--- config.mk ---
export PLATFORM = sky130hd
export DESIGN_NAME = gpio_regs
export DESIGN_NICKNAME = d
export VERILOG_FILES = /design/src/design/dbus_pkg.sv /design/src/design/gpio_regs.sv
export VERILOG_INCLUDE_DIRS = /design/src /design/src/design
export SDC_FILE = /design/constraint.sdc
export NUM_CORES = 1
export LEC_CHECK = 0
export BUFFER_PORTS_ARGS = -buffer_cell sky130_fd_sc_hd__buf_2
export CELL_PAD_IN_SITES_DETAIL_PLACEMENT = 0
export CELL_PAD_IN_SITES_GLOBAL_PLACEMENT = 1
export CORE_UTILIZATION = 42
export CTS_BUF_LIST = sky130_fd_sc_hd__clkbuf_4 sky130_fd_sc_hd__clkbuf_8
export CTS_CLUSTER_SIZE = 8
export DETAILED_ROUTE_END_ITERATION = 6
export GPL_TIMING_DRIVEN = 0
export PLACE_DENSITY_LB_ADDON = 0.1
export SLEW_MARGIN = 20
export SYNTH_ARGS = -nofsm -noshare
export SYNTH_HDL_FRONTEND = slang
export SYNTH_SLANG_ARGS = --single-unit
--- constraint.sdc ---
create_clock -name clk -period 1.3 [get_ports clk]
set_input_delay 0.26 -clock clk [delete_from_list [all_inputs] [get_ports clk]]
set_output_delay 0.26 -clock clk [all_outputs]
set_load 0.03 [all_outputs]
--- src/design/dbus_params.svh ---
`ifndef DBUS_PARAMS_SVH
`define DBUS_PARAMS_SVH

// Bus widths
`define DBUS_ADDR_WIDTH     32
`define DBUS_DATA_WIDTH     32
`define DBUS_SEL_WIDTH      (`DBUS_DATA_WIDTH/8)   // One enable per byte lane

// Address field that picks the device
`define DEV_SEL_ADDR_HIGH   31
`define DEV_SEL_ADDR_LOW    28

// Device match values for the select field
`define DMEM_ADDR_MATCH     4'h8
`define GPIO_ADDR_MATCH     4'h4

// Data memory geometry
`define DMEM_DEPTH_WORDS    256
`define DMEM_IDX_HIGH       9     // Word index taken from addr[9:2]
`define DMEM_IDX_LOW        2

`endif

--- src/design/dbus_pkg.sv ---
`include "dbus_params.svh"

package dbus_pkg;

    // Plain bus vectors
    typedef logic [`DBUS_ADDR_WIDTH-1:0] addr_t;
    typedef logic [`DBUS_DATA_WIDTH-1:0] data_t;
    typedef logic [`DBUS_SEL_WIDTH-1:0]  sel_byte_t;  // Bit k enables data[8k+7:8k]

    // Device that owns the response one cycle after the request
    typedef enum logic [1:0] {
        DEV_NONE = 2'b00,
        DEV_DMEM = 2'b01,
        DEV_GPIO = 2'b10
    } dev_t;

endpackage : dbus_pkg

--- src/design/gpio_regs.sv ---
`timescale 1ns/1ns
`include "dbus_params.svh"

module gpio_regs (
    input  logic                 clk,
    input  logic                 arst_n_i,
    input  logic                 sel_i,
    input  logic                 w_en_i,
    input  dbus_pkg::data_t      w_data_i,
    input  dbus_pkg::sel_byte_t  sel_byte_i,
    output dbus_pkg::data_t      r_data_o,
    output dbus_pkg::data_t      gpio_o
);

    dbus_pkg::data_t gpio_q;  // Output pin register

    always_ff @(posedge clk or negedge arst_n_i) begin
        if (!arst_n_i) begin
            gpio_q <= '0;
        end else if (sel_i && w_en_i) begin
            for (int k = 0; k < `DBUS_SEL_WIDTH; k++) begin
                if (sel_byte_i[k]) gpio_q[8*k +: 8] <= w_data_i[8*k +: 8];
            end
        end
    end

    // Readback
    always_ff @(posedge clk) begin
        if (sel_i && !w_en_i) begin
            r_data_o <= gpio_q;
        end
    end

    assign gpio_o = gpio_q;

endmodule : gpio_regs

==> impl_summary.log <==
[metrics] total cell area at the placement stage: a little under 3000 um^2
[metrics] slowest CP cell: dfrtp_1
[metrics] number of nets at the end of the flow: 256
[metrics] number of endpoints with negative hold slack in the final report: 0
[metrics] setup repair after global routing missed its margin: no
[metrics] smallest hold slack: about 0.14 ns
[metrics] clock slew at the register clock pins of the worst setup and hold paths: roughly 0.070 ns
[metrics] ports placed on the boundary: roughly 100
[metrics] area used by sequential logic in the layout: roughly 1800 um^2
[metrics] share of the cycle needed by the critical path after routing: 0.921
[metrics] area share of the leading cell type in the synthesized netlist: 0.415
[metrics] overall track demand over capacity in global routing: 0.167
[metrics] family with the most delay on the worst path: flip-flops
[metrics] status: finished clean
[metrics] Syn. warnings: 0
[metrics] DRC violation total after the first TritonRoute iteration: 31
[metrics] Via Count: roughly 1300
[metrics] Net Count, Synth: 143
[metrics] main area contributors after synthesis: edfxtp_1 42%, dfrtp_1 35%, mux2_4 16%
[metrics] Routed Antenna Nets: 0
[metrics] Max Clk Rate: roughly 840 MHz
[metrics] floorplan die height: approximately 76 um
[metrics] die outline area: about 5800 um^2
[metrics] most common library cell in the layout ignoring fill and taps: buf_2
[metrics] Largest stage delay, worst path: 0.38 ns
[metrics] initial cell density of the core: 0.444
[metrics] Setup crit start kind: register
[metrics] count of filler cells inserted in the layout: between 400 and 500
[metrics] hold-fix buffers at CTS: 1
[metrics] WP buf/inv: 1
[metrics] netlist area before placement: ~2300 um^2
[metrics] fraction of layout instances using a drive strength above 1: 0.701
[metrics] number of rows in the core area: 26
[metrics] buffer count from post-CTS setup fixing: 0
[metrics] cell breakdown of the critical path: buf_2
[metrics] max-cap viol count: 0
[metrics] actual slew at the worst max-slew pin: about 0.73 ns
[metrics] CP Depth: 1
[metrics] syn avg cell area: 22.5 um^2
[metrics] crit end category: output port
[metrics] Worst Reg-to-Reg Cells: 1
[metrics] router iterations before antenna repair: 4
[metrics] Congestion Overflow GR: 0
[metrics] cell area power density: 1780 nW/um^2
[metrics] critical path fanouts, max: 3
[metrics] worst-case vdd ir drop: 1000 uV
[metrics] Pleak: 0.00148 uW
[metrics] area of combinational cells with multiple inputs: approximately 530 um^2
[metrics] vias in the first global route: about 1400
[metrics] weighted congestion at the end of routability-driven global placement: roughly 0.71
[metrics] Port-buffer cells: between 100 and 150
[metrics] detailed-route DRC error count: 0
[metrics] antenna fix cells: 0
[metrics] max-slew violation total from the final report: 0
[metrics] Mapped Cells: 103
[metrics] CTS tree: built
[metrics] Synth cell types: 8
[metrics] routed length per placed instance: approximately 15 um
[metrics] sequential fraction of the synthesis area: 0.761
[metrics] Clock Sink Count: 64
[metrics] Seq cells post-synth: 64
[metrics] Resized Gates After CTS: 0
[metrics] first-pass GRT wire length: 7.04 mm
[metrics] shortest period the worst path allows: between 1 and 1.5 ns
[metrics] placed wire-length estimate: 3.04 mm
[metrics] width of the chip: 76.2 um
[metrics] CP Data Required Time: 1.04 ns
[metrics] area of the core: 5200 um^2
[metrics] Worst Path Arrival: around 0.94 ns
[metrics] worst rel slew slack: 0.512
[metrics] worst hold-check path type: in -> reg
[metrics] clk buf depth: 2
[metrics] clock root buffer: clkbuf_8
[metrics] Worst Skew: 0.00788 ns
[metrics] Vias per Instance: around 4.6
[metrics] hold-critical path depth: 2
[metrics] most frequent cells in the layout: 101 x buf_2, 32 x dfrtp_1, 32 x edfxtp_1
[metrics] number of buffers inserted during clock tree synthesis: 9
[metrics] layout overhead on the synthesized area: 35.0%
[metrics] final cell area excluding filler cells: approximately 3100 um^2
[metrics] initial antenna violation count: 0
[metrics] overall routed net length: roughly 4.3 mm
[metrics] Setup TNS: 0 ns
[metrics] largest area contributor in the netlist: edfxtp_1
[metrics] Final setup viols: 0
[metrics] clk_lat worst skew: approximately 0.34 ns
[metrics] level count of the clock H-tree: 3
[metrics] pin count of the biggest net entering global routing: 33
[metrics] critical setup path kind: reg -> out
## cell usage after synthesis
cell type  count
and2b_2        1
buf_6          2
dfrtp_1       32
edfxtp_1      32
mux2_1         1
mux2_2         7
mux2_4        24
nand3_4        4
## final timing paths
check / endpoint / slack (ns) / from
min in group asynchronous: gpio_o[26] / 0.53 / arst_n_i
worst min-delay path: gpio_o[23] / 0.14 / w_data_i[23]
worst max register to register: gpio_o[23] / 0.50 / gpio_o[23]
max in group asynchronous: gpio_o[23] / 0.30 / arst_n_i
worst min register to register: r_data_o[18] / 0.46 / gpio_o[18]
worst max-delay path: gpio_o[26] / 0.10 / gpio_o[26]
## through the flow
stage	utilization	cells	worst slack, ns	power, uW
after global routing	0.600	291	0.0478	5790
after floorplan	-	103	0.0983	3490
after detailed placement	0.559	274	-0.0659	3900
after global placement	0.559	274	-0.0487	3860
after CTS	0.600	291	0.0893	5620
final	0.600	291	0.103	5550
## layer usage
metal,wire length [um],global-route usage,vias up
li1,-,-,610
met1,1530,0.176,643
met2,2230,0.259,63
met3,465,0.104,11
met4,86,0.0846,0
met5,0,0,-
## logic make-up after synthesis
kind of cell | synth area share
DFF | 0.761
and+or+nand+nor | 0.0341
muxes | 0.195
buffers and inverters | 0.00973
## final cells by class
class | instances | share of cell area
plain buffers | 2 | 0.00721
well taps | 70 | 0.0280
flip-flops and latches | 64 | 0.564
clock inverters | 3 | 0.0128
clock buffers | 13 | 0.0533
multi-input cells | 37 | 0.170
repair buffers | 102 | 0.165
## power breakdown
group,switching (uW),internal [uW],leakage (uW)
sequential,158,2460,0.000680
clock,684,1030,0.000110
combinational,774,455,0.000691
## flip-flops by register name, summed over array words and instances, names as in the netlist
name / count
r_data_o: 32
gpio_o: 32
(Power assumes the default switching activity.)
