[config.mk]
export PLATFORM = sky130hd
export DESIGN_NAME = dbus_interconnect
export DESIGN_NICKNAME = d
export VERILOG_FILES = /design/src/design/lsu_ops_pkg.sv /design/src/design/dbus_pkg.sv /design/src/design/dbus_interconnect.sv
export VERILOG_INCLUDE_DIRS = /design/src /design/src/design
export SDC_FILE = /design/constraint.sdc
export NUM_CORES = 1
export LEC_CHECK = 0
export BUFFER_PORTS_ARGS = -buffer_cell sky130_fd_sc_hd__buf_4
export CAP_MARGIN = 5
export CORE_AREA = 4 4 93 95
export DETAILED_ROUTE_END_ITERATION = 8
export DIE_AREA = 0 0 97 99
export GPL_ROUTABILITY_DRIVEN = 0
export PLACE_DENSITY_LB_ADDON = 0.1
export SLEW_MARGIN = 10
export SYNTH_ARGS = -nofsm -noshare
export SYNTH_HDL_FRONTEND = slang
export SYNTH_SLANG_ARGS = --single-unit
[constraint.sdc]
create_clock -name clk -period 5.5 [get_ports clk]
set_input_delay 1.1 -clock clk [delete_from_list [all_inputs] [get_ports clk]]
set_output_delay 1.1 -clock clk [all_outputs]
set_load 0.01 [all_outputs]
[src/design/dbus_params.svh]
`ifndef DBUS_PARAMS_SVH
`define DBUS_PARAMS_SVH

// Bus widths
`define DBUS_ADDR_WIDTH     32
`define DBUS_DATA_WIDTH     32
`define DBUS_SEL_WIDTH      (`DBUS_DATA_WIDTH/8)   // One enable per byte lane

// Address field that picks the device
`define DEV_SEL_ADDR_HIGH   31
`define DEV_SEL_ADDR_LOW    28

// Device match values for the select field
`define DMEM_ADDR_MATCH     4'h8
`define GPIO_ADDR_MATCH     4'h4

// Data memory geometry
`define DMEM_DEPTH_WORDS    256
`define DMEM_IDX_HIGH       9     // Word index taken from addr[9:2]
`define DMEM_IDX_LOW        2

`endif

[src/design/lsu_ops_pkg.sv]
package lsu_ops_pkg;

    // Store operations from the load-store unit
    typedef enum logic [1:0] {
        ST_OPS_NONE = 2'd0,
        ST_OPS_SB   = 2'd1,
        ST_OPS_SH   = 2'd2,
        ST_OPS_SW   = 2'd3
    } st_ops_e;

    // Load operations, signed and unsigned variants
    typedef enum logic [2:0] {
        LD_OPS_NONE = 3'd0,
        LD_OPS_LB   = 3'd1,
        LD_OPS_LH   = 3'd2,
        LD_OPS_LW   = 3'd3,
        LD_OPS_LBU  = 3'd4,
        LD_OPS_LHU  = 3'd5
    } ld_ops_e;

endpackage : lsu_ops_pkg

[src/design/dbus_pkg.sv]
`include "dbus_params.svh"

package dbus_pkg;

    // Plain bus vectors
    typedef logic [`DBUS_ADDR_WIDTH-1:0] addr_t;
    typedef logic [`DBUS_DATA_WIDTH-1:0] data_t;
    typedef logic [`DBUS_SEL_WIDTH-1:0]  sel_byte_t;  // Bit k enables data[8k+7:8k]

    // Device that owns the response one cycle after the request
    typedef enum logic [1:0] {
        DEV_NONE = 2'b00,
        DEV_DMEM = 2'b01,
        DEV_GPIO = 2'b10
    } dev_t;

endpackage : dbus_pkg

[src/design/dbus_interconnect.sv]
`timescale 1ns/1ns
`include "dbus_params.svh"

module dbus_interconnect (
    input  logic                  clk,
    input  logic                  arst_n_i,
    input  logic                  ld_req_i,
    input  logic                  st_req_i,
    input  dbus_pkg::addr_t       addr_i,
    input  dbus_pkg::data_t       w_data_i,
    input  lsu_ops_pkg::st_ops_e  st_ops_i,
    input  lsu_ops_pkg::ld_ops_e  ld_ops_i,
    input  dbus_pkg::data_t       dmem_r_data_i,
    input  dbus_pkg::data_t       gpio_r_data_i,
    output dbus_pkg::addr_t       bus_addr_o,
    output dbus_pkg::data_t       bus_w_data_o,
    output dbus_pkg::sel_byte_t   bus_sel_byte_o,
    output logic                  bus_w_en_o,
    output logic                  dmem_sel_o,
    output logic                  gpio_sel_o,
    output dbus_pkg::data_t       resp_data_o,
    output logic                  resp_ld_o,
    output logic                  resp_err_o,
    output lsu_ops_pkg::ld_ops_e  resp_ld_ops_o,
    output logic [1:0]            resp_byte_off_o,
    output logic                  bus_err_o
);

    logic                  req;
    logic                  dmem_match;
    logic                  gpio_match;
    logic                  map_err;
    dbus_pkg::dev_t        dev_d;
    dbus_pkg::dev_t        dev_q;
    logic                  ld_q;
    logic                  err_q;
    logic                  err_qq;
    lsu_ops_pkg::ld_ops_e  ld_ops_q;
    logic [1:0]            byte_off_q;

    assign req        = ld_req_i | st_req_i;
    assign dmem_match = (addr_i[`DEV_SEL_ADDR_HIGH:`DEV_SEL_ADDR_LOW] == `DMEM_ADDR_MATCH);
    assign gpio_match = (addr_i[`DEV_SEL_ADDR_HIGH:`DEV_SEL_ADDR_LOW] == `GPIO_ADDR_MATCH);

    // Priority decode, dmem wins
    assign dmem_sel_o = req & dmem_match;
    assign gpio_sel_o = req & ~dmem_match & gpio_match;
    assign map_err    = req & ~dmem_match & ~gpio_match;

    assign bus_addr_o = addr_i;
    assign bus_w_en_o = st_req_i & (dmem_sel_o | gpio_sel_o);  // No write to unmapped space

    // Place store data on its lanes
    always_comb begin
        bus_w_data_o   = '0;
        bus_sel_byte_o = '0;
        case (st_ops_i)
            lsu_ops_pkg::ST_OPS_SB: begin
                bus_w_data_o[8*addr_i[1:0] +: 8] = w_data_i[7:0];
                bus_sel_byte_o[addr_i[1:0]]      = 1'b1;
            end
            lsu_ops_pkg::ST_OPS_SH: begin
                if (addr_i[1]) begin  // Upper half, bit 0 ignored
                    bus_w_data_o[31:16] = w_data_i[15:0];
                    bus_sel_byte_o      = 4'b1100;
                end else begin
                    bus_w_data_o[15:0] = w_data_i[15:0];
                    bus_sel_byte_o     = 4'b0011;
                end
            end
            lsu_ops_pkg::ST_OPS_SW: begin
                bus_w_data_o   = w_data_i;
                bus_sel_byte_o = 4'b1111;
            end
            default: ;
        endcase
    end

    always_comb begin
        if (dmem_sel_o) dev_d = dbus_pkg::DEV_DMEM;
        else if (gpio_sel_o) dev_d = dbus_pkg::DEV_GPIO;
        else dev_d = dbus_pkg::DEV_NONE;
    end

    always_ff @(posedge clk or negedge arst_n_i) begin
        if (!arst_n_i) begin
            dev_q  <= dbus_pkg::DEV_NONE;
            ld_q   <= 1'b0;
            err_q  <= 1'b0;
            err_qq <= 1'b0;
        end else begin
            dev_q  <= dev_d;
            ld_q   <= ld_req_i;
            err_q  <= map_err;
            err_qq <= err_q;  // Second stage for the bus error pulse
        end
    end

    // Load details travel with the response
    always_ff @(posedge clk) begin
        ld_ops_q   <= ld_ops_i;
        byte_off_q <= addr_i[1:0];
    end

    // Steer the returning word by the registered owner
    always_comb begin
        case (dev_q)
            dbus_pkg::DEV_DMEM: resp_data_o = dmem_r_data_i;
            dbus_pkg::DEV_GPIO: resp_data_o = gpio_r_data_i;
            default:            resp_data_o = '0;
        endcase
    end

    assign resp_ld_o       = ld_q;
    assign resp_err_o      = err_q;
    assign resp_ld_ops_o   = ld_ops_q;
    assign resp_byte_off_o = byte_off_q;
    assign bus_err_o       = err_qq;

    assert property (@(posedge clk) disable iff (!arst_n_i) !(ld_req_i && st_req_i))
        else $error("dbus: load and store requested in the same cycle");

    // A load strobe must name its load type
    assert property (@(posedge clk) disable iff (!arst_n_i)
                     ld_req_i |-> (ld_ops_i != lsu_ops_pkg::LD_OPS_NONE))
        else $error("dbus: load requested without a load operation");

endmodule : dbus_interconnect

==> impl_metrics.env, run 1 <==
export IMPL_outcome="finished, final reports clean"
export IMPL_fin_crit_ns=3.69
export IMPL_ir_worst_vdd_mv=0.156
export IMPL_ys_seq_area_frac=0.143
export IMPL_grt_ovfl_total=0
export IMPL_htree_levels=1
export IMPL_fp_dieW_um=97
export IMPL_hold_start="resp_err_o"
export IMPL_syn_avg_cell_area_sq_um=7.75
export IMPL_highest_layer="met4"
export IMPL_fin_ws_ns=1.81
export IMPL_io_buffers=195
export IMPL_placementRows=32
export IMPL_clk_pin_slew_worst_paths_ns=0.05
export IMPL_grt_pass1_vias=2125
export IMPL_cts_repair_resized=0
export IMPL_cts_sinks=10
export IMPL_max_freq_ghz=0.271
export IMPL_fp_coreArea_sq_um=7730
export IMPL_final_layout_size_suffix_gt1_frac=0.569
export IMPL_cts_root_buf="clkbuf_8"
export IMPL_p_leak_nw=1.49
export IMPL_routed_via_density=4.63
export IMPL_cellPowerDensity_nw_per_um2=113
export IMPL_maxCapViolCount=0
export IMPL_required_ns=4.40
export IMPL_hold_path_class="flip-flop to flip-flop"
export IMPL_wl_met1_um=3010
export IMPL_area_delta_synth_final_pct=84.3
export IMPL_netlist_instances=203
export IMPL_drv_slew=0
export IMPL_n_antenna_cell=0
export IMPL_grt_pass1_wl_um=11600
export IMPL_num_vias=2127
export IMPL_cp_start_kind="input pin"
export IMPL_arrival_ns=2.59
export IMPL_die_h_um=99
export IMPL_worst_slew_margin_rel=0.276
export IMPL_ys_warn_count=0
export IMPL_firstDrtPassIters=4
export IMPL_drt_total_wl_um=7770
export IMPL_hold_violations=0
export IMPL_cts_inserted_buffers=3
export IMPL_grt_max_degree=33
export IMPL_hpwlAfterDp_um=6450
export IMPL_cp_max_fo=9
export IMPL_synthDistinctLibCells=29
export IMPL_cp_end_kind="output pin"
export IMPL_fin_nets=504
export IMPL_fin_skew_ns=0.0000238
export IMPL_drtIter0Drc=71
export IMPL_crit_type="input pin to output pin"
export IMPL_total_power_mw=0.326
export IMPL_utilization=0.375
export IMPL_setup_tns_ns=0
export IMPL_routed_wl_met3_um=634
export IMPL_clockBufferDepth=2
export IMPL_setup_viol=0
export IMPL_routedWlPerCell_um=16.9
export IMPL_ys_seq_elements=10
export IMPL_critPathLaunch="addr_i[0]"
export IMPL_initial_utilization=0.204
export IMPL_io_pins=248
export IMPL_die_area_sq_um=9600
export IMPL_finalCritPeriodShare=0.672
export IMPL_r2r_start="resp_err_o"
export IMPL_antenna_found_initial=0
export IMPL_wl_met2_um=4010
export IMPL_dp_slack_ns=1.81
export IMPL_drc=0
export IMPL_synth_fp_nets=349
export IMPL_cts_tree="yes"
export IMPL_syn_cell_area_sq_um=1570
export IMPL_ant_nets=0
export IMPL_rsz0062_at_grt="no"
export IMPL_track_usage=0.146
export IMPL_cts_setup_buffers=0
export IMPL_ctsHoldBuffers=0
export IMPL_clk_insertion_delay_late_ns=0.23
export IMPL_tightest_slew_ns=1.09
[power breakdown]
| part | internal (mW) | leakage [nW] | switching, mW | total, mW |
|---|---|---|---|---|
| Clock | 0.0506 | 0.0228 | 0.0269 | 0.0774 |
| Sequential | 0.0771 | 0.103 | 0.00114 | 0.0782 |
| Combinational | 0.101 | 1.37 | 0.0701 | 0.171 |
| Total | 0.228 | 1.49 | 0.0981 | 0.326 |
[flip-flops by register name, indices dropped and copies added (netlist names)]
signal / count
resp_err_o: 1
bus_err_o: 1
resp_ld_ops_o: 3
resp_byte_off_o: 2
dev_q: 2
resp_ld_o: 1
[critical path, cell delays in order]
cell and delay (ns):
buf_4 0.14, inv_1 0.09, ha_1 0.38, and4bb_2 0.26, a31o_4 0.28, a22o_1 0.20, buf_4 0.14
[cell usage after synthesis]
cell type | count | area [sq um]
nor2_1 | 35 | 131
nor4_1 | 1 | 6.26
a21o_1 | 9 | 67.6
a22oi_1 | 32 | 240
buf_2 | 2 | 10.0
a31o_4 | 1 | 17.5
and4bb_1 | 1 | 12.5
ha_1 | 9 | 113
or3_1 | 1 | 6.26
xnor2_1 | 1 | 8.76
and3b_1 | 1 | 8.76
clkbuf_1 | 9 | 33.8
and2_1 | 11 | 68.8
dfxtp_1 | 5 | 100
nand3b_1 | 1 | 7.51
buf_4 | 33 | 248
dfrtp_1 | 5 | 125
o21ai_0 | 1 | 5.00
nor3_1 | 1 | 5.00
inv_1 | 5 | 18.8
nor4b_4 | 1 | 23.8
and4bb_2 | 1 | 12.5
a32o_1 | 1 | 10.0
nand2_1 | 5 | 18.8
nor3b_1 | 3 | 22.5
buf_6 | 3 | 33.8
a22o_1 | 23 | 201
a221o_1 | 1 | 10.0
nand2b_1 | 1 | 6.26
[cell families after synthesis]
group,Yosys count,synth area share
flops,10,0.143
xor+xnor,1,0.00557
simple gates,63,0.210
buf+inv,52,0.219
fa+ha+maj,9,0.0716
compound gates,68,0.351
[cell type report]
class                      instances  area (sq um)
inverter                           5          18.8
sequential                        10           225
clock buffer                       4          45.0
timing repair buffer             197          1480
tap                              102           128
multi-input combinational        141          1000
fill                             838          4830
[placed cells by master (no fill, tap or decap), drive strengths merged, types with 2 or more instances in the layout]
cell type,count
buf,197
a22o,23
and2,11
a21o,9
a22oi,32
and4bb,2
dfxtp,5
ha,9
dfrtp,5
inv,5
nand2,5
nor2,35
clkbuf,4
nor3b,3
[metal layers]
metal  GRT usage  vias to the layer above
li1            -                     1014
met1       0.165                      991
met2       0.274                      110
met3      0.0418                       12
met4      0.0292                        0
met5           0                        -
[metrics by stage]
stage	hold WS, ns	std cells	instance area [sq um]
global placement	0.360	455	2850
detailed placement	0.363	455	2850
floorplan	0.416	203	1570
finish	0.372	459	2900
global route	0.390	459	2900
CTS	0.373	459	2900
[worst paths after layout]
kind	slack, ns	cells past startpoint	endpoint
setup / recovery	1.81	7	bus_w_data_o[19]
setup reg to reg	5.02	0	bus_err_o
min in group asynchronous	0.66	1	resp_ld_o
hold / removal	0.37	0	bus_err_o
hold reg to reg	0.37	0	bus_err_o
max in group asynchronous	4.73	1	dev_q[0]
Power figures use the tool's default switching activity.
==> run 2: changes to the inputs <==
==> constraint.sdc (replaced) <==
create_clock -name clk -period 3.02 [get_ports clk]
set_input_delay 0.604 -clock clk [delete_from_list [all_inputs] [get_ports clk]]
set_output_delay 0.604 -clock clk [all_outputs]
set_load 0.01 [all_outputs]
==> run 2 against run 1 <==
  * Wire length shrank 0.85%
  * Register-to-register slack lost 2.5 ns
  * Sequential power grew 83%
  * Highest routed layer unchanged
  * Utilization rose by 0.097 points
  * Final cell count up 0.22%
  * Largest power group unchanged
  * Combinational power grew 82%
==> impl_metrics.env, run 2 (same netlist as run 1, synthesis figures left out) <==
export IMPL_fin_area_sq_um=2910
export IMPL_dpl_cell_count=456
export IMPL_grt_pass1_wl_um=11300
export IMPL_die_area_sq_um=9600
export IMPL_rsz0062_at_grt="no"
export IMPL_clockBufferDepth=2
export IMPL_p_sw_mw=0.178
export IMPL_drt_total_wl_um=7700
export IMPL_cp_max_fo=9
export IMPL_max_stage_delay_ns=0.38
export IMPL_crit_type="input pin to output pin"
export IMPL_combPwrFrac=0.525
export IMPL_worst_slew_margin_rel=0.593
export IMPL_hold_path_class="input pin to async pin"
export IMPL_fin_nets=505
export IMPL_drv_slew=0
export IMPL_num_vias=2118
export IMPL_fin_skew_ns=0.0000124
export IMPL_cp_start_kind="input pin"
export IMPL_clk_insertion_delay_late_ns=0.23
export IMPL_p_int_mw=0.416
export IMPL_p_leak_nw=1.50
export IMPL_firstDrtPassIters=4
export IMPL_grt_ovfl_total=0
export IMPL_cts_setup_buffers=0
export IMPL_clkPwrFrac=0.235
export IMPL_cts_sinks=10
export IMPL_setup_tns_ns=0
export IMPL_seq_power_share=0.240
export IMPL_cts_root_buf="clkbuf_8"
export IMPL_hpwlAfterDp_um=6380
export IMPL_fin_crit_ns=2.70
export IMPL_fp_coreArea_sq_um=7730
export IMPL_arrival_ns=2.09
export IMPL_placementRows=32
export IMPL_grt_max_degree=33
export IMPL_cts_inserted_buffers=3
export IMPL_critPathLaunch="addr_i[0]"
export IMPL_switching_share=0.299
export IMPL_cp_end_kind="output pin"
export IMPL_max_freq_ghz=0.371
export IMPL_n_antenna_cell=0
export IMPL_final_layout_size_suffix_gt1_frac=0.570
export IMPL_cts_repair_resized=0
export IMPL_outcome="finished, final reports clean"
export IMPL_initial_utilization=0.204
export IMPL_cp_cell_sequence="buf_4 -> inv_1 -> ha_1 -> and4bb_2 -> a31o_4 -> a22o_1 -> buf_4"
export IMPL_io_pins=248
export IMPL_n_fill_cell=807
export IMPL_maxCapViolCount=0
export IMPL_grt_pass1_vias=2106
export IMPL_cellPowerDensity_nw_per_um2=204
export IMPL_slowest_stage="ha_1"
export IMPL_routedWlPerCell_um=16.7
export IMPL_crit_top_cell="buf_4"
export IMPL_area_delta_synth_final_pct=84.8
export IMPL_hold_violations=0
export IMPL_ant_nets=0
export IMPL_crit_buf_inv=3
export IMPL_clk_pin_slew_worst_paths_ns=0.05
export IMPL_largest_reg_flops=3
export IMPL_die_h_um=99
export IMPL_antenna_found_initial=0
export IMPL_dpl_cell_area_sq_um=2860
export IMPL_ctsHoldBuffers=0
export IMPL_fp_dieW_um=97
export IMPL_finalNonFillerCells=460
export IMPL_io_buffers=195
export IMPL_tightest_slew_ns=0.610
export IMPL_setup_viol=0
export IMPL_crit_family="compound AO/OA/AOI/OAI gates"
export IMPL_cts_tree="yes"
export IMPL_dp_slack_ns=0.322
export IMPL_htree_levels=1
export IMPL_fin_ws_ns=0.323
export IMPL_ir_worst_vdd_mv=0.178
export IMPL_drtIter0Drc=49
export IMPL_final_cell_mix="198 x buf_4, 35 x nor2_1, 32 x a22oi_1, 23 x a22o_1, 11 x and2_1"
export IMPL_finalCritPeriodShare=0.893
export IMPL_drc=0
export IMPL_layout_commonest_cell="buf_4"
export IMPL_track_usage=0.143
export IMPL_required_ns=2.42
export IMPL_routed_via_density=4.60
export IMPL_r2r_start="resp_err_o"
[run 2: worst paths after layout]
kind | to | slack (ns) | cells past startpoint
max in group asynchronous | dev_q[1] | 2.75 | 1
min reg2reg | bus_err_o | 0.37 | 0
max reg2reg | bus_err_o | 2.54 | 0
max | bus_w_data_o[17] | 0.32 | 7
min in group clk | bus_err_o | 0.37 | 0
min | resp_ld_o | 0.17 | 1
[run 2: metrics by stage]
| step | hold WS (ns) | util | total power [mW] |
|---|---|---|---|
| after CTS | 0.161 | 0.376 | 0.605 |
| after detailed placement | 0.365 | 0.370 | 0.459 |
| after global placement | 0.359 | 0.370 | 0.459 |
| after global routing | 0.164 | 0.376 | 0.632 |
| final | 0.167 | 0.376 | 0.594 |
| after floorplan | 0.308 | - | 0.295 |
[run 2: per-layer routing]
| metal | wire length, um | global-route usage |
|---|---|---|
| met1 | 3020 | 0.168 |
| met2 | 3940 | 0.258 |
| met3 | 635 | 0.0396 |
| met4 | 104 | 0.0313 |
| met5 | 0 | 0 |
[run 2: final cells by class]
cell class	instances	area, sq um	area share
inverters	5	18.8	0.00646
clock buffers	4	45.0	0.0155
well taps	102	128	0.0439
repair buffers	198	1490	0.511
flip-flops and latches	10	225	0.0775
multi-input cells	141	1000	0.345
[run 2: power groups by stage]
| stage | logic, mW | clock network, mW | registers (mW) |
|---|---|---|---|
| after floorplan | 0.147 | 0 | 0.148 |
| after global placement | 0.314 | 0 | 0.145 |
| after detailed placement | 0.314 | 0 | 0.145 |
| after CTS | 0.315 | 0.147 | 0.143 |
| after global routing | 0.337 | 0.151 | 0.143 |
| final | 0.312 | 0.139 | 0.143 |
