## src/design/dbus_params.svh

```systemverilog
`ifndef DBUS_PARAMS_SVH
`define DBUS_PARAMS_SVH

// Bus widths
`define DBUS_ADDR_WIDTH     32
`define DBUS_DATA_WIDTH     32
`define DBUS_SEL_WIDTH      (`DBUS_DATA_WIDTH/8)   // One enable per byte lane

// Address field that picks the device
`define DEV_SEL_ADDR_HIGH   31
`define DEV_SEL_ADDR_LOW    28

// Device match values for the select field
`define DMEM_ADDR_MATCH     4'h8
`define GPIO_ADDR_MATCH     4'h4

// Data memory geometry
`define DMEM_DEPTH_WORDS    256
`define DMEM_IDX_HIGH       9     // Word index taken from addr[9:2]
`define DMEM_IDX_LOW        2

`endif

```

## src/design/lsu_ops_pkg.sv

```systemverilog
package lsu_ops_pkg;

    // Store operations from the load-store unit
    typedef enum logic [1:0] {
        ST_OPS_NONE = 2'd0,
        ST_OPS_SB   = 2'd1,
        ST_OPS_SH   = 2'd2,
        ST_OPS_SW   = 2'd3
    } st_ops_e;

    // Load operations, signed and unsigned variants
    typedef enum logic [2:0] {
        LD_OPS_NONE = 3'd0,
        LD_OPS_LB   = 3'd1,
        LD_OPS_LH   = 3'd2,
        LD_OPS_LW   = 3'd3,
        LD_OPS_LBU  = 3'd4,
        LD_OPS_LHU  = 3'd5
    } ld_ops_e;

endpackage : lsu_ops_pkg

```

## src/design/dbus_pkg.sv

```systemverilog
`include "dbus_params.svh"

package dbus_pkg;

    // Plain bus vectors
    typedef logic [`DBUS_ADDR_WIDTH-1:0] addr_t;
    typedef logic [`DBUS_DATA_WIDTH-1:0] data_t;
    typedef logic [`DBUS_SEL_WIDTH-1:0]  sel_byte_t;  // Bit k enables data[8k+7:8k]

    // Device that owns the response one cycle after the request
    typedef enum logic [1:0] {
        DEV_NONE = 2'b00,
        DEV_DMEM = 2'b01,
        DEV_GPIO = 2'b10
    } dev_t;

endpackage : dbus_pkg

```

## src/design/load_align.sv

```systemverilog
`timescale 1ns/1ns

module load_align (
    input  logic                  clk,
    input  logic                  arst_n_i,
    input  logic                  resp_ld_i,
    input  logic                  resp_err_i,
    input  dbus_pkg::data_t       resp_data_i,
    input  lsu_ops_pkg::ld_ops_e  resp_ld_ops_i,
    input  logic [1:0]            resp_byte_off_i,
    output dbus_pkg::data_t       r_data_o,
    output logic                  ld_valid_o
);

    logic [7:0]       byte_val;
    logic [15:0]      half_val;
    dbus_pkg::data_t  result;

    assign byte_val = resp_data_i[8*resp_byte_off_i +: 8];
    assign half_val = resp_byte_off_i[1] ? resp_data_i[31:16] : resp_data_i[15:0];

    // Extend by load type
    always_comb begin
        case (resp_ld_ops_i)
            lsu_ops_pkg::LD_OPS_LB:  result = {{24{byte_val[7]}}, byte_val};
            lsu_ops_pkg::LD_OPS_LBU: result = {24'h0, byte_val};
            lsu_ops_pkg::LD_OPS_LH:  result = {{16{half_val[15]}}, half_val};
            lsu_ops_pkg::LD_OPS_LHU: result = {16'h0, half_val};
            lsu_ops_pkg::LD_OPS_LW:  result = resp_data_i;
            default:                 result = '0;
        endcase
        if (resp_err_i) result = '0;  // Unmapped load returns zero
    end

    always_ff @(posedge clk or negedge arst_n_i) begin
        if (!arst_n_i) ld_valid_o <= 1'b0;
        else ld_valid_o <= resp_ld_i;
    end

    always_ff @(posedge clk) begin
        if (resp_ld_i) r_data_o <= result;
    end

endmodule : load_align

```

## config.mk

```make
export PLATFORM = sky130hd
export DESIGN_NAME = load_align
export DESIGN_NICKNAME = d
export VERILOG_FILES = /design/src/design/lsu_ops_pkg.sv /design/src/design/dbus_pkg.sv /design/src/design/load_align.sv
export VERILOG_INCLUDE_DIRS = /design/src /design/src/design
export SDC_FILE = /design/constraint.sdc
export NUM_CORES = 1
export LEC_CHECK = 0
export BUFFER_PORTS_ARGS = -buffer_cell sky130_fd_sc_hd__buf_2
export CAP_MARGIN = 20
export CORE_UTILIZATION = 28
export DETAILED_ROUTE_END_ITERATION = 6
export PLACE_DENSITY = 0.54
export SETUP_SLACK_MARGIN = 0.05
export SYNTH_ARGS = -nofsm -noshare
export SYNTH_HDL_FRONTEND = slang
export SYNTH_SLANG_ARGS = --single-unit
```

## constraint.sdc

```tcl
create_clock -name clk -period 0.8 [get_ports clk]
set_clock_uncertainty 0.1 [all_clocks]
set_input_delay 0.12 -clock clk [delete_from_list [all_inputs] [get_ports clk]]
set_output_delay 0.12 -clock clk [all_outputs]
set_load 0.01 [all_outputs]
```

==> flow_summary.ini, run 1 <==
[status]
outcome = finished, violations left
failed_checks = setup timing

[global_route]
grt_pass1_wl_um = 10600
grt_pass1_vias = 2090
grt_max_degree = 21
track_usage_pct = 18.6
globalRouteOverflowTotal = 0
antenna_found_initial = 0

[synthesis]
synth_seq_cells = 33
synth_cell_types = 31
synth_area_um2 = 2030
synth_seq_area_share_pct = 48.6
synth_edf_count = 32
synth_top_area_share_pct = 47.3
synthArstFlopShare_pct = 3.03
yosysTopAreaCell = edfxtp_1
yosys_warnings = 0
yosys-top-cells-area = edfxtp_1 (47%), nand2_1 (6.3%), mux2i_1 (4.9%)
synth_area_per_cell_um2 = 10.7
synthCells = 190
synth_ff_type = edfxtp_1
synth_nets = 231

[timing]
fin_crit_ns = 1.42
postLayoutSetupSlackWorst_ns = -0.619
hold_viol = 0
max_slew_margin_pct = 72.2
grt_setup_unrepaired = true
worst_pin_slew_ns = 0.417
report.final.slew_viol_count = 0
post-route-period-util_pct = 177
hold_slack_ns = 0.0285
setup_viol = 65
fmax_mhz = 705

[pwr]
finalPower_uw = 5220
powerDensity_nw_per_um2 = 1420
ir_drop_mv = 0.539
cellLeakagePower_uw = 0.00148

[route]
wl_um = 6870
vias = 2141
ant_nets = 0
drt_iter0_markers = 134
viasPerCell = 5.01
firstDrtPassIters = 4
avgRoutedWirePerCell_um = 16.1
drc = 0

[floorplan]
die_area_um2 = 7590
die_x_um = 87.1
row_count = 30
start_util_pct = 29.4
die_y_um = 87.1
io_pins = 74
core_um2 = 6910

[layout]
antenna_cells = 0
final_area_um2 = 3670
syn_to_final_growth_pct = 80.8
fin_nets = 371
drive_above_1_share_pct = 63.1

[placement]
port_buffers = 73
place_area_um2 = 2930
gp_congestion = 0.790
post-dp-hpwl_um = 4560

[clock_tree]
clkTransAtPathRegs_ns = 0.06
numClockSinks = 33
cts.path.max_buffers = 2
cts_tree = built
htree_levels = 2
cts-buffers-inserted = 5
root_buffer = clkbuf_8

[setup_path]
worstSetupStartpointType = input port
crit_required_ns = 0.84
critPathTopFamily = simple AND/OR/NAND/NOR gates
cp_slowest_cell = or4b_4
crit_path_end_kind = flop
worstPathCellList = buf_8 > mux4_2 > or4b_4 > o21a_4 > buf_12 > a21oi_1
arrival_ns = 1.46
critical-path-max-stage-delay_ns = 0.48
path_class = in -> reg
cp_max_fo = 13
worst-path-buf-inv = 2

[worst_hold_path]
hold_class = in -> async

[flow_run]
maxCapViolCount = 0
## layer usage
metal | track usage, % | share of wire (%)
met5 | 0 | 0
met4 | 5.51 | 1.1
met2 | 31.7 | 50
met3 | 3.89 | 6.2
met1 | 23.7 | 42
## per-stage QoR
stage | setup slack [ns] | TNS [ns] | cells | util, %
2_1_floorplan | -0.841 | -23.37 | 190 | -
3_3_place_gp | -0.935 | -29.36 | 399 | 42.5
3_5_place_dp | -0.969 | -30.01 | 399 | 42.5
6_report | -0.619 | -24.57 | 427 | 53.1
5_1_grt | -0.662 | -26.71 | 427 | 53.1
4_1_cts | -0.595 | -23.91 | 422 | 51.2
## final cells by class
cell class / instances / area, um2
clock buffers: 6 / 72.6
clock inverters: 2 / 33.8
fillers: 641 / 3240
inverters: 2 / 7.51
multi-input cells: 136 / 1220
flip-flops and latches: 33 / 986
well taps: 96 / 120
repair buffers: 152 / 1230
## cells in the final DEF (no fill, tap or decap), types with 4 or more instances in the layout
cell	n
buf_2	68
buf_4	54
nand2_1	34
edfxtp_1	32
a21oi_2	13
buf_6	13
a22o_1	10
o2bb2ai_1	10
buf_12	10
a31oi_1	7
nor2_1	7
nor4b_2	5
a221oi_2	5
a21oi_1	5
clkbuf_8	5
mux2i_1	4
mux2i_4	4
buf_8	4
## sequential cells by signal, summed over array words and instances (netlist names)
signal and count:
ld_valid_o 1, r_data_o 32
## cell families after synthesis
group | synth area share, %
xor+xnor | 0.432
simple gates | 13.1
flops | 48.6
compound gates | 23.6
buf+inv | 4.44
mux | 9.93
## where the power goes
group	switching (uW)	internal [uW]
logic	729	863
clock network	640	919
registers	32.7	2040
## synth_stat cells, types with 2 or more instances
cell type and n:
nand2_1 34, nor2b_1 3, a21oi_2 10, buf_2 3, edfxtp_1 32, inv_1 2
o2bb2ai_1 10, or3b_2 2, clkbuf_1 15, a221oi_1 5, a22o_1 10, mux2_2 5
a31oi_1 10, mux2i_1 10, o21ai_0 2, nor4b_1 6, mux4_2 2, nor2_1 7
a22oi_1 2, a21oi_1 9
## path summary, 6_finish.rpt
kind | from | to | cells after the start
max | resp_byte_off_i[1] | r_data_o[27] | 6
min | arst_n_i | ld_valid_o | 2
max in group asynchronous | arst_n_i | ld_valid_o | 2
min in group clk | resp_data_i[2] | r_data_o[2] | 3
## timing repair
| action | CTS | global route |
|---|---|---|
| hold buffers | 1 | 0 |
| setup endpoints to repair | 65 | 65 |
| buffers inserted | 12 | 6 |
| pin swaps | 16 | 12 |
| cloned | 2 | 0 |
| hold endpoints to repair | 1 | 0 |
| gates resized for setup | 62 | 17 |
Power figures use the tool's default switching activity.
==> run 2: changes to the inputs <==
==> constraint.sdc (replaced) <==
create_clock -name clk -period 0.8 [get_ports clk]
set_clock_uncertainty 0.1 [all_clocks]
set_input_delay 0.08 -clock clk [delete_from_list [all_inputs] [get_ports clk]]
set_output_delay 0.08 -clock clk [all_outputs]
set_load 0.01 [all_outputs]
==> run 2 against run 1 <==
Combinational power down 3%. Critical path type unchanged. Worst hold slack worse by 0.032 ns. Wire length is 1.2% higher. Maximum frequency up 2.1%. Clock-buffer cell count did not move. The run ends with hold timing, setup timing left. Sequential power about the same. Sequential share of layout area increased by 0.55 points. Design area decreased by 2.0%. Global-route usage is 0.23 points higher. Flip-flop and latch count is the same. Power decreased by 1.7%.
==> flow_summary.ini, run 2 (same netlist as run 1, synthesis figures left out) <==
[timing]
fmax_mhz = 719
max_slew_margin_pct = 72.6
fin_crit_ns = 1.39
setup_viol = 65
grt_setup_unrepaired = true
hold_viol = 1
postLayoutSetupSlackWorst_ns = -0.590
post-route-period-util_pct = 174
report.final.slew_viol_count = 0
worst_pin_slew_ns = 0.412
hold_slack_ns = -0.00398

[pwr]
power_switching_uw = 1380
switching_share_pct = 26.9
clock_power_share_pct = 29.7
p_seq_share_pct = 40.3
internal_power_uw = 3750
power_frac_comb_pct = 29.9
powerDensity_nw_per_um2 = 1430
ir_drop_mv = 0.616
cellLeakagePower_uw = 0.00144

[setup_path]
cp_max_fo = 6
arrival_ns = 1.44
crit_required_ns = 0.85
path_class = in -> reg
worstSetupStartpointType = input port
crit_path_end_kind = flop

[floorplan]
start_util_pct = 29.4
die_x_um = 87.1
io_pins = 74
die_area_um2 = 7590
row_count = 30
core_um2 = 6910
die_y_um = 87.1

[global_route]
grt_pass1_wl_um = 10700
antenna_found_initial = 0
globalRouteOverflowTotal = 0
grt_pass1_vias = 2137
grt_max_degree = 28
track_usage_pct = 18.8

[route]
vias = 2148
viasPerCell = 5.00
firstDrtPassIters = 4
avgRoutedWirePerCell_um = 16.2
drt_iter0_markers = 137
ant_nets = 0
wl_um = 6950
drc = 0

[status]
outcome = finished, violations left
failed_checks = hold timing, setup timing

[placement]
placed_cells = 399
place_ws_ns = -0.931
post-dp-hpwl_um = 4570
port_buffers = 73
gp_congestion = 0.791

[clock_tree]
numClockSinks = 33
root_buffer = clkbuf_8
htree_levels = 2
cts_tree = built
cts.path.max_buffers = 2
clkTransAtPathRegs_ns = 0.07
cts-buffers-inserted = 5

[layout]
final_common_cell = buf_2
max_flop_register = r_data_o
largest_reg_flops = 32
final-instance-count-excl-fill = 430
top_regs = r_data_o x32, ld_valid_o x1
antenna_cells = 0
final_cell_mix = buf_2 (70), buf_4 (64), nand2_1 (34)
drive_above_1_share_pct = 63.8
fill_cells = 642
fin_nets = 374
syn_to_final_growth_pct = 77.1

[flow_run]
maxCapViolCount = 0

[worst_hold_path]
hold_class = in -> async
[run 2: changes by cell type in the layout (fill, tap and decap cells not counted), sizes merged]
cell and change:
inv -1, clkinvlp +2, buf +3, clkbuf +1
bufbuf -2
[run 2: critical path: stages]
cell,delay [ns]
buf_8,0.10
mux4_2,0.34
or4b_4,0.48
o21a_4,0.17
buf_12,0.15
a21oi_1,0.11
[run 2: area by class of cell]
| cell class | count | area (um2) | share of cell area (%) |
|---|---|---|---|
| multi-input combinational | 136 | 1230 | 34.1 |
| timing repair buffer | 154 | 1140 | 31.6 |
| sequential | 33 | 986 | 27.4 |
| tap | 96 | 120 | 3.34 |
| clock buffer | 6 | 72.6 | 2.02 |
| clock inverter | 2 | 33.8 | 0.940 |
| inverter | 2 | 11.3 | 0.313 |
| timing repair inverter | 1 | 7.51 | 0.209 |
[run 2: what timing repair did]
item	4_1_cts	5_1_grt
hold buffers	1	0
cloned	2	1
buffers inserted	17	3
pin swaps	15	7
endpoints found under the hold margin	1	0
gates resized for setup	52	14
setup endpoints to repair	65	65
[run 2: worst max path at each step]
| stage | startpoint | endpoint | cells past startpoint |
|---|---|---|---|
| detailed placement | resp_byte_off_i[1] | r_data_o[23] | 5 |
| finish | resp_byte_off_i[1] | r_data_o[26] | 6 |
| global route | resp_byte_off_i[1] | r_data_o[27] | 6 |
| CTS | resp_byte_off_i[1] | r_data_o[29] | 6 |
| global placement | resp_byte_off_i[1] | r_data_o[25] | 5 |
| floorplan | resp_byte_off_i[1] | r_data_o[18] | 6 |
[run 2: per-layer routing]
layer	vias to the layer above	track usage (%)	wire (um)
li1	1025	-	-
met1	1045	24.8	2980
met2	74	30.9	3490
met3	4	4.36	458
met4	0	5.37	23
met5	-	0	0
[run 2: through the flow]
step | power (uW) | TNS [ns] | instance area, um2 | util [%]
after floorplan | 2630 | -22.09 | 2050 | -
after global placement | 3270 | -27.13 | 2930 | 42.5
after detailed placement | 3280 | -27.85 | 2930 | 42.5
after CTS | 5080 | -22.64 | 3490 | 50.6
after global routing | 5340 | -24.93 | 3590 | 52.0
final | 5130 | -22.70 | 3590 | 52.0
[run 2: power groups by stage]
stage	registers, uW	clock network [uW]	logic, uW
detailed placement	2110	0	1170
global route	2080	1620	1640
finish	2070	1530	1540
global placement	2110	0	1160
floorplan	2180	0	454
CTS	2070	1560	1450
==> run 3: changes to the inputs <==
--- a/config.mk
+++ b/config.mk
@@ -12,2 +12,3 @@
 export DETAILED_ROUTE_END_ITERATION = 6
+export GPL_TIMING_DRIVEN = 0
 export PLACE_DENSITY = 0.54
--- a/constraint.sdc
+++ b/constraint.sdc
@@ -4,2 +4,2 @@
 set_output_delay 0.08 -clock clk [all_outputs]
-set_load 0.01 [all_outputs]
+set_load 0.005 [all_outputs]
==> run 3 against run 2 <==
The flow finishes with violations (setup timing). Power fell by 11%. First-iteration DRC count fell by 31%. Sequential share of layout area rose by 3.1 points. Worst setup slack got worse by 0.015 ns. Clock power fell by 22%. Design area fell by 10%. Maximum frequency fell by 1.1%. Final cell count fell by 11%. Wire length fell by 7.3%. Via count fell by 9.5%. Critical path type unchanged.
==> flow_summary.ini, run 3 (same netlist as run 1, synthesis figures left out) <==
[status]
outcome = finished, violations left
failed_checks = setup timing

[clock_tree]
cts.path.max_buffers = 2
root_buffer = clkbuf_8
numClockSinks = 33
htree_levels = 2
cts-buffers-inserted = 5
clkTransAtPathRegs_ns = 0.06
cts_tree = built

[global_route]
track_usage_pct = 17.0
grt_util_met2_pct = 28.5
grt_pass1_wl_um = 9580
grt_busiest_layer = met2
grt_max_degree = 34
grt_use_met1_pct = 21.6
use_met3_pct = 3.41
grt_pass1_vias = 1852
antenna_found_initial = 0
globalRouteOverflowTotal = 0

[floorplan]
die_area_um2 = 7590
die_y_um = 87.1
start_util_pct = 29.4
core_um2 = 6910
die_x_um = 87.1
io_pins = 74
row_count = 30

[route]
viasPerCell = 5.07
ant_nets = 0
drc = 0
wl_um = 6440
firstDrtPassIters = 4
vias = 1943
avgRoutedWirePerCell_um = 16.8
drt_iter0_markers = 95

[timing]
post-route-period-util_pct = 176
report.final.slew_viol_count = 0
postLayoutSetupSlackWorst_ns = -0.606
fmax_mhz = 711
setup_viol = 65
max_slew_margin_pct = 61.4
hold_viol = 0
worst_pin_slew_ns = 0.579
grt_setup_unrepaired = true
fin_crit_ns = 1.41

[setup_path]
crit_path_end_kind = flop
endpoint = r_data_o[28]
path_class = in -> reg
arrival_ns = 1.45
worstSetupStartpointType = input port
cp-startpoint = resp_byte_off_i[1]
crit_required_ns = 0.84
cp_max_fo = 6

[layout]
utilization_pct = 46.7
max_flop_register = r_data_o
fin_nets = 327
antenna_cells = 0
final_cell_mix = buf_2 (67), nand2_1 (34), edfxtp_1 (32)
top_regs = r_data_o x32, ld_valid_o x1
largest_reg_flops = 32
drive_above_1_share_pct = 58.9
fill_cells = 670
final_area_um2 = 3230
final-instance-count-excl-fill = 383
syn_to_final_growth_pct = 58.9
final_common_cell = buf_2

[placement]
gp_congestion = 0.801
place_ws_ns = -1.07
place_area_um2 = 2530
post-dp-hpwl_um = 4120
placed_cells = 357
port_buffers = 71

[worst_hold_path]
hold_class = in -> async

[pwr]
finalPower_uw = 4550
cellLeakagePower_uw = 0.00119
powerDensity_nw_per_um2 = 1410
ir_drop_mv = 0.484

[flow_run]
maxCapViolCount = 0
[run 3: what timing repair did]
| item | 4_1_cts | 5_1_grt |
|---|---|---|
| endpoints found under the setup margin | 97 | 65 |
| hold buffers | 1 | 0 |
| resized for setup | 68 | 36 |
| pin swaps | 13 | 12 |
| setup buffers | 15 | 4 |
| endpoints found under the hold margin | 1 | 0 |
| cloned | 1 | 0 |
[run 3: worst max-delay path: stages]
cell and delay (ns):
buf_8 0.10, mux4_2 0.34, or4b_4 0.48, o21a_4 0.18, buf_12 0.15, a21oi_2 0.12
[run 3: how the worst min path moves through the flow]
stage          cells after the start          to     start
2_1_floorplan                      0  ld_valid_o  arst_n_i
3_3_place_gp                       1  ld_valid_o  arst_n_i
3_5_place_dp                       1  ld_valid_o  arst_n_i
4_1_cts                            2  ld_valid_o  arst_n_i
5_1_grt                            2  ld_valid_o  arst_n_i
6_report                           2  ld_valid_o  arst_n_i
[run 3: metrics by stage]
stage / hold slack [ns] / setup TNS [ns]
after floorplan: -0.316 / -22.09
after global placement: -0.246 / -44.75
after detailed placement: -0.244 / -44.36
after CTS: -0.00625 / -23.51
after global routing: 0.00601 / -23.78
final: 0.00531 / -22.03
[run 3: layout make-up]
class | count | area [um2] | share of cell area (%)
plain buffers | 17 | 149 | 4.62
clock buffers | 5 | 68.8 | 2.13
clock inverters | 3 | 12.5 | 0.388
inverters | 2 | 7.51 | 0.233
multi-input cells | 136 | 1280 | 39.7
flip-flops and latches | 33 | 986 | 30.6
well taps | 96 | 120 | 3.72
repair buffers | 91 | 601 | 18.6
[run 3: routing by layer]
metal / vias up / part of all wire, % / routed length (um)
li1: 930 / - / -
met1: 934 / 43 / 2770
met2: 69 / 49 / 3150
met3: 10 / 5.8 / 375
met4: 0 / 2.3 / 146
met5: - / 0 / 0
[run 3: where the power goes]
part / switching [uW] / internal [uW] / leakage (uW) / total (uW)
Combinational: 661 / 629 / 0.000828 / 1290
Sequential: 26.4 / 2040 / 0.000317 / 2060
Clock: 609 / 585 / 0.0000430 / 1190
